### src/ddr_ui_pkg.sv
package ddr_ui_pkg;

    // Fixed geometry
    localparam int DATA_WIDTH     = 128;
    localparam int ADDR_WIDTH     = 26;
    localparam int ADDR_PAD_BITS  = 3;
    localparam int APP_ADDR_WIDTH = ADDR_WIDTH + ADDR_PAD_BITS;   // 29 bits

    // MIG app_cmd encoding
    typedef enum logic [2:0] {
        APP_CMD_WRITE = 3'd0,
        APP_CMD_READ  = 3'd1,
        APP_CMD_NONE  = 3'd3    // Idle code
    } app_cmd_e;

    typedef enum logic [1:0] {
        CALIBRATION,
        IDLE,
        WRITE,
        READ
    } seq_state_e;

    // What the sequencer wants on the command bus
    typedef enum logic [1:0] {
        OP_NONE,
        OP_READ,
        OP_WRITE
    } seq_op_e;

    typedef struct packed {
        logic                      en;
        app_cmd_e                  cmd;
        logic [APP_ADDR_WIDTH-1:0] addr;
    } app_req_t;

    typedef struct packed {
        logic                  wren;
        logic                  last;   // Drives app_wdf_end
        logic [DATA_WIDTH-1:0] data;
    } app_wdf_t;

    // Levels coming back from the MIG
    typedef struct packed {
        logic rdy;
        logic wdf_rdy;
        logic calib_done;
    } app_status_t;

    typedef struct packed {
        logic                  valid;
        logic [DATA_WIDTH-1:0] data;
    } app_rsp_t;

endpackage

### src/ddr_cmd_sequencer.sv
`timescale 1ns/1ns

module ddr_cmd_sequencer (
    input  logic                    ui_clk,
    input  logic                    ui_clk_sync_rst,
    input  logic                    wr_en,
    input  logic                    rd_en,
    input  ddr_ui_pkg::app_status_t app_status,
    output logic                    wr_busy,
    output logic                    rd_busy,
    output ddr_ui_pkg::seq_op_e     cur_op,
    output logic                    wdf_fire
);
    import ddr_ui_pkg::*;

    seq_state_e state;
    seq_state_e state_next;

    // One request of the other kind can wait here
    logic wr_pend;
    logic wr_pend_next;
    logic rd_pend;
    logic rd_pend_next;

    logic rd_accept;
    logic wr_accept;

    // Acceptance of the command currently on the bus
    assign rd_accept = (state == READ) && app_status.rdy;
    assign wr_accept = (state == WRITE) && app_status.rdy && app_status.wdf_rdy;

    always_comb begin
        state_next   = state;
        wr_pend_next = wr_pend;
        rd_pend_next = rd_pend;

        case (state)
            CALIBRATION: begin
                if (app_status.calib_done) begin
                    state_next = IDLE;
                end
            end

            IDLE: begin
                wr_pend_next = 1'b0;
                rd_pend_next = 1'b0;
                if (rd_en) begin
                    state_next   = READ;
                    wr_pend_next = wr_en;   // Read first, write waits
                end else if (wr_en) begin
                    state_next = WRITE;
                end
            end

            READ: begin
                rd_pend_next = 1'b0;
                wr_pend_next = wr_pend | wr_en;
                if (rd_accept) begin
                    if (wr_pend) begin
                        // Waiting write goes next
                        state_next   = WRITE;
                        wr_pend_next = 1'b0;
                        rd_pend_next = rd_en;
                    end else if (rd_en) begin
                        state_next = READ;
                    end else if (wr_en) begin
                        state_next   = WRITE;
                        wr_pend_next = 1'b0;
                    end else begin
                        state_next = IDLE;
                    end
                end
            end

            WRITE: begin
                wr_pend_next = 1'b0;
                rd_pend_next = rd_pend | rd_en;
                if (wr_accept) begin
                    if (rd_pend || rd_en) begin
                        state_next   = READ;
                        rd_pend_next = 1'b0;
                        wr_pend_next = wr_en;
                    end else if (wr_en) begin
                        state_next = WRITE;   // Back to back writes
                    end else begin
                        state_next = IDLE;
                    end
                end
            end

            default: begin
                state_next = CALIBRATION;
            end
        endcase
    end

    // Busy levels and the op presented to the driver
    always_comb begin
        cur_op   = OP_NONE;
        wdf_fire = 1'b0;
        wr_busy  = 1'b0;
        rd_busy  = 1'b0;

        case (state)
            CALIBRATION: begin
                wr_busy = 1'b1;
                rd_busy = 1'b1;
            end

            IDLE: begin
                cur_op = OP_NONE;
            end

            READ: begin
                cur_op  = OP_READ;
                rd_busy = ~rd_accept;   // Frees rd_en in the accept cycle
                wr_busy = wr_pend;
            end

            WRITE: begin
                cur_op   = OP_WRITE;
                wdf_fire = wr_accept;   // Data goes with the command
                wr_busy  = ~wr_accept;
                rd_busy  = rd_pend;
            end

            default: begin
                wr_busy = 1'b1;
                rd_busy = 1'b1;
            end
        endcase
    end

    always_ff @(posedge ui_clk) begin
        if (ui_clk_sync_rst) begin
            state   <= CALIBRATION;
            wr_pend <= 1'b0;
            rd_pend <= 1'b0;
        end else begin
            state   <= state_next;
            wr_pend <= wr_pend_next;
            rd_pend <= rd_pend_next;
        end
    end

endmodule

### src/ddr_app_driver.sv
`timescale 1ns/1ns

module ddr_app_driver (
    input  logic                              ui_clk,
    input  logic                              ui_clk_sync_rst,
    input  logic                              wr_en,
    input  logic [ddr_ui_pkg::ADDR_WIDTH-1:0] wr_addr,
    input  logic [ddr_ui_pkg::DATA_WIDTH-1:0] wr_data,
    input  logic                              rd_en,
    input  logic [ddr_ui_pkg::ADDR_WIDTH-1:0] rd_addr,
    input  ddr_ui_pkg::seq_op_e               cur_op,
    input  logic                              wdf_fire,
    output ddr_ui_pkg::app_req_t              app_req,
    output ddr_ui_pkg::app_wdf_t              app_wdf
);
    import ddr_ui_pkg::*;

    // Captured user requests
    logic [ADDR_WIDTH-1:0] wr_addr_q;
    logic [DATA_WIDTH-1:0] wr_data_q;
    logic [ADDR_WIDTH-1:0] rd_addr_q;

    // User word address to MIG address, low bits zero
    function automatic logic [APP_ADDR_WIDTH-1:0] to_app_addr(
        input logic [ADDR_WIDTH-1:0] word_addr
    );
        return {word_addr, {ADDR_PAD_BITS{1'b0}}};
    endfunction

    // Every strobe reloads, even while busy
    always_ff @(posedge ui_clk) begin
        if (ui_clk_sync_rst) begin
            wr_addr_q <= '0;
            wr_data_q <= '0;
            rd_addr_q <= '0;
        end else begin
            if (wr_en) begin
                wr_addr_q <= wr_addr;
                wr_data_q <= wr_data;
            end
            if (rd_en) begin
                rd_addr_q <= rd_addr;
            end
        end
    end

    always_comb begin
        app_req.en   = 1'b0;
        app_req.cmd  = APP_CMD_NONE;
        app_req.addr = '0;

        case (cur_op)
            OP_READ: begin
                app_req.en   = 1'b1;
                app_req.cmd  = APP_CMD_READ;
                app_req.addr = to_app_addr(rd_addr_q);
            end

            OP_WRITE: begin
                app_req.en   = 1'b1;
                app_req.cmd  = APP_CMD_WRITE;
                app_req.addr = to_app_addr(wr_addr_q);
            end

            default: begin
                app_req.en = 1'b0;   // Idle, nothing on the bus
            end
        endcase
    end

    // Single beat per write, so end marks the same beat as wren
    always_comb begin
        app_wdf.wren = wdf_fire;
        app_wdf.last = wdf_fire;
        if (cur_op == OP_WRITE) begin
            app_wdf.data = wr_data_q;
        end else begin
            app_wdf.data = '0;
        end
    end

endmodule

### src/ddr_ui_ctrl.sv
`timescale 1ns/1ns

module ddr_ui_ctrl (
    input  logic                              ui_clk,
    input  logic                              ui_clk_sync_rst,

    // User side
    input  logic                              wr_en,
    input  logic [ddr_ui_pkg::ADDR_WIDTH-1:0] wr_addr,
    input  logic [ddr_ui_pkg::DATA_WIDTH-1:0] wr_data,
    input  logic                              rd_en,
    input  logic [ddr_ui_pkg::ADDR_WIDTH-1:0] rd_addr,
    output logic                              wr_busy,
    output logic                              rd_busy,
    output logic [ddr_ui_pkg::DATA_WIDTH-1:0] rd_data,
    output logic                              rd_data_valid,

    // MIG application interface
    output ddr_ui_pkg::app_req_t              app_req,
    output ddr_ui_pkg::app_wdf_t              app_wdf,
    input  ddr_ui_pkg::app_status_t           app_status,
    input  ddr_ui_pkg::app_rsp_t              app_rsp
);
    import ddr_ui_pkg::*;

    seq_op_e cur_op;
    logic    wdf_fire;

    ddr_cmd_sequencer u_seq (
        .ui_clk          (ui_clk),
        .ui_clk_sync_rst (ui_clk_sync_rst),
        .wr_en           (wr_en),
        .rd_en           (rd_en),
        .app_status      (app_status),
        .wr_busy         (wr_busy),
        .rd_busy         (rd_busy),
        .cur_op          (cur_op),
        .wdf_fire        (wdf_fire)
    );

    ddr_app_driver u_drv (
        .ui_clk          (ui_clk),
        .ui_clk_sync_rst (ui_clk_sync_rst),
        .wr_en           (wr_en),
        .wr_addr         (wr_addr),
        .wr_data         (wr_data),
        .rd_en           (rd_en),
        .rd_addr         (rd_addr),
        .cur_op          (cur_op),
        .wdf_fire        (wdf_fire),
        .app_req         (app_req),
        .app_wdf         (app_wdf)
    );

    // Read return goes straight through, MIG keeps issue order
    assign rd_data       = app_rsp.data;
    assign rd_data_valid = app_rsp.valid;

endmodule

### config.mk
export PLATFORM = sky130hd
export DESIGN_NAME = ddr_ui_ctrl
export DESIGN_NICKNAME = d
export VERILOG_FILES = /design/src/ddr_ui_pkg.sv /design/src/ddr_cmd_sequencer.sv /design/src/ddr_app_driver.sv /design/src/ddr_ui_ctrl.sv
export SDC_FILE = /design/constraint.sdc
export NUM_CORES = 1
export LEC_CHECK = 0
export ABC_AREA = 1
export ABC_CLOCK_PERIOD_IN_PS = 1400
export BUFFER_PORTS_ARGS = -buffer_cell sky130_fd_sc_hd__buf_2
export CAP_MARGIN = 20
export CORE_AREA = 2 2 234 236
export CTS_BUF_LIST = sky130_fd_sc_hd__clkbuf_4 sky130_fd_sc_hd__clkbuf_8
export DETAILED_ROUTE_END_ITERATION = 12
export DIE_AREA = 0 0 236 238
export GPL_TIMING_DRIVEN = 0
export MAX_ROUTING_LAYER = met4
export PLACE_DENSITY_LB_ADDON = 0.08
export SLEW_MARGIN = 0
export SYNTH_ARGS = -nofsm -noshare
export SYNTH_HDL_FRONTEND = slang
export SYNTH_SLANG_ARGS = --single-unit
### constraint.sdc
create_clock -name ui_clk -period 1.4 [get_ports ui_clk]
set_input_delay 0.14 -clock ui_clk [delete_from_list [all_inputs] [get_ports ui_clk]]
set_output_delay 0.14 -clock ui_clk [all_outputs]
set_load 0.05 [all_outputs]
==> results.md <==
* Number of antenna violations at the first check in global routing at 3
* Die Span X at around 240 µm
* Crit path kind: reg -> out
* Via Count at 9700
* Reg2reg start: u_seq.state[1]
* Clock Tree Root: clkbuf_8
* Clock latency on the worst-skew pair at 580 ps
* Final-report max-slew violation count at 0
* Synthesized instance count at 1151
* Avg Vias per Cell at 3.78
* Run status: finished, violations left
* Total number of clock tree sinks at 184
* Number of cells traversed by the worst register-to-register path at 10
* Failing checks: negative setup slack
* Worst reg-to-reg setup slack at -30 ps
* Final-report setup violation count at 162
* Number of buffer cells added on primary ports at 475
* Clock Skew at 5.48 ps
* Number of primary I/O pins at 610
* Cell family with the largest share of critical-path delay: buffers and inverters
* Initial standard-cell utilization of the core at 0.170
* Average wire per cell in the routed design at 15.4 µm
* Post-layout minimum cycle time at 2060 ps
* Share of final-layout standard cells stronger than drive strength 1 at 0.472
* Clock transition time at the flip-flop clock pins of the worst setup and hold paths at roughly 110 ps
* Hold path depth at 5
* Post-Syn Area at 9110 µm²
* Critical Path Slowest Stage Cell: dfxtp_4
* Critical hold path startpoint: rd_en
* Core Util, Final at 0.318
* Endpoint of the lowest-slack register-to-register path: u_seq.state[0]
* Cell area power density at 1240 nW/µm²
* Endpoints failing hold at 0
* Number of maximum-capacitance violations at 0
* Synth cell types at 24
* Placer congestion estimate at 0.758
* Standard-cell rows at 85
* Post-DRT Antenna Nets at 0
* Hold Slack at between 80 and 90 ps
* Die H at 238 µm
* Post-route insts no fill at 2566
* Leakage at 0.00747 µW
* TritonCTS clock tree: built
* Synth Register Bits at 184
* Unrepaired setup endpoints after global routing: yes
* Total placed cells including tap cells at 2325
* Final Net Count at 2170
* Synthesis-to-finish area growth at 86.6%
* Worst path required time at 1260 ps
* All-layer global routing usage at 0.144
* Maximum single-stage delay on the critical path at about 400 ps
* Crit. path cell count at 7
* Post-route DRC at 0
* Buf+Inv Stages, Crit Path at 5
* Most used cells in the layout excluding fill and tap cells: 342 x buf_2, 183 x dlygate4sd3_1, 182 x o21ai_0, 182 x dfxtp_1, 148 x buf_4
* Pin count of the biggest net entering global routing at 17
* Post-DP HPWL at between 20000 and 30000 µm
* Critical path endpoint category: output pin
* Mean instance size in the synthesized netlist at 7.91 µm²
* Max clock buf depth at 2
* Highest ir drop seen on vdd at 0.651 mV
* Drt total wl at about 39000 µm
* Max Fclk at 0.487 GHz
* Leading cell type in the layout, fill and taps excluded: buf_2
* Final Cycle Share at 1.47
* Critical Path AT at 1920 ps
* Class of the most critical hold timing path: in -> reg
* Die area at between 50000 and 60000 µm²
* Count of routing violations after the opening detailed-route iteration at 251
* Vias in the first global route at 10100
* Cell-by-cell listing of the critical path: inv_6 > nor2_4 > inv_6 > buf_16 > nor2_4 > buf_6 > buf_8
* Crit path max fanout at 6
* Detailed-router iteration count before antenna repair at 4
* H-tree depth reported by CTS at 4
* Number of buffers created by CTS at 17
* Core area at 53500 µm²
* Total congestion overflow after global routing at 0
* Synth Warn # at 0
* Sequential-to-total area share from yosys stat at 0.404
* Hold EP: u_seq.rd_pend
* First-pass GRT wire length at 59200 µm
* Measured slew at the worst slew-check pin at 723 ps
* Type of origin of the critical path: register
* Worst relative slew slack at 0.518
* Final WS setup at -655 ps
* Filler Cell Count at 5739
power breakdown:
group / total [µW] / switching (µW) / internal [µW] / leakage [µW]
Combinational: 11400 / 6850 / 4500 / 0.00574
Sequential: 5850 / 202 / 5650 / 0.00153
Clock: 3930 / 2300 / 1640 / 0.000196
per-stage QoR:
step	worst slack, ps	power (µW)	cell area, µm²	setup TNS (ps)
after CTS	-826	21400	16800	-115620
after detailed placement	-435	14700	12900	-86840
after global routing	-791	22300	17000	-115470
after global placement	-466	14700	12900	-87300
final	-655	21100	17000	-95960
after floorplan	-3.47	12500	9630	-69.4
sequential cells by signal, indices dropped and copies added (netlist names):
| signal | flops |
|---|---|
| u_drv.wr_data_q | 128 |
| u_drv.rd_addr_q | 26 |
| u_drv.wr_addr_q | 26 |
| u_seq.state | 2 |
| u_seq.rd_pend | 1 |
| u_seq.wr_pend | 1 |
synthesized netlist by cell type (all sizes together):
library cell / n / area (µm²)
o21bai: 1 / 7.51
o21ai: 185 / 926
nand4: 3 / 18.8
nor2: 236 / 1420
inv: 144 / 541
a21oi: 134 / 671
a22o: 25 / 219
a31oi: 1 / 6.26
conb: 1 / 3.75
nand2: 15 / 56.3
buf: 182 / 1390
o211ai: 1 / 7.51
dfxtp: 184 / 3680
o22ai: 1 / 6.26
clkbuf: 33 / 124
nand3: 4 / 20.0
nor2b: 1 / 6.26
cells by family (layout without fill, tap and decap cells):
kind of cell    Yosys count  count (layout)  share of synthesized area
compound gates          348             348                      0.202
buf+inv                 359            1072                      0.225
flops                   184             184                      0.404
other cells               1               7                   0.000412
simple gates            259             259                      0.167
worst reg2reg max path, cell delays in order, from the launching register on:
cell and delay (ps):
dfxtp_4 390, buf_6 120, nand2_4 70, inv_6 40, buf_6 110, nand2_4 50
buf_4 100, nand3_1 100, nor2_1 140, nor2b_1 170, nor2_2 40
per-layer routing:
metal | vias to the layer above | wire, µm | track usage
li1 | 4920 | - | -
met1 | 4445 | 16600 | 0.164
met2 | 306 | 20000 | 0.246
met3 | 29 | 2220 | 0.0382
met4 | 0 | 594 | 0.0483
met5 | - | 0 | -
layout make-up:
| class | instances | area [µm²] | share of cell area |
|---|---|---|---|
| Timing Repair Buffer | 682 | 5810 | 0.342 |
| Multi-Input combinational cell | 611 | 4000 | 0.235 |
| Antenna cell | 3 | 7.51 | 0.000442 |
| Clock inverter | 14 | 146 | 0.00861 |
| Buffer | 214 | 1670 | 0.0981 |
| Inverter | 144 | 556 | 0.0327 |
| Sequential cell | 184 | 3690 | 0.217 |
| Clock buffer | 18 | 248 | 0.0146 |
| Tap cell | 696 | 871 | 0.0512 |
worst max-delay path by stage:
| stage | to | slack, ps | startpoint |
|---|---|---|---|
| after floorplan | app_req[10] | -3 | u_seq.state[0] |
| after global placement | app_req[28] | -470 | u_seq.state[0] |
| after detailed placement | app_req[16] | -440 | u_seq.state[0] |
| after CTS | app_req[24] | -830 | u_seq.state[1] |
| after global routing | app_wdf[129] | -790 | u_seq.state[1] |
| final | app_wdf[128] | -660 | u_seq.state[1] |
what timing repair did:
action | CTS | global route
setup buffers | 15 | 2
pin swaps | 5 | 5
endpoints found under the hold margin | 183 | 0
cloned | 5 | 2
hold buffers | 183 | 0
resized for setup | 409 | 46
endpoints found under the setup margin | 164 | 163
(Power assumes the default switching activity.)
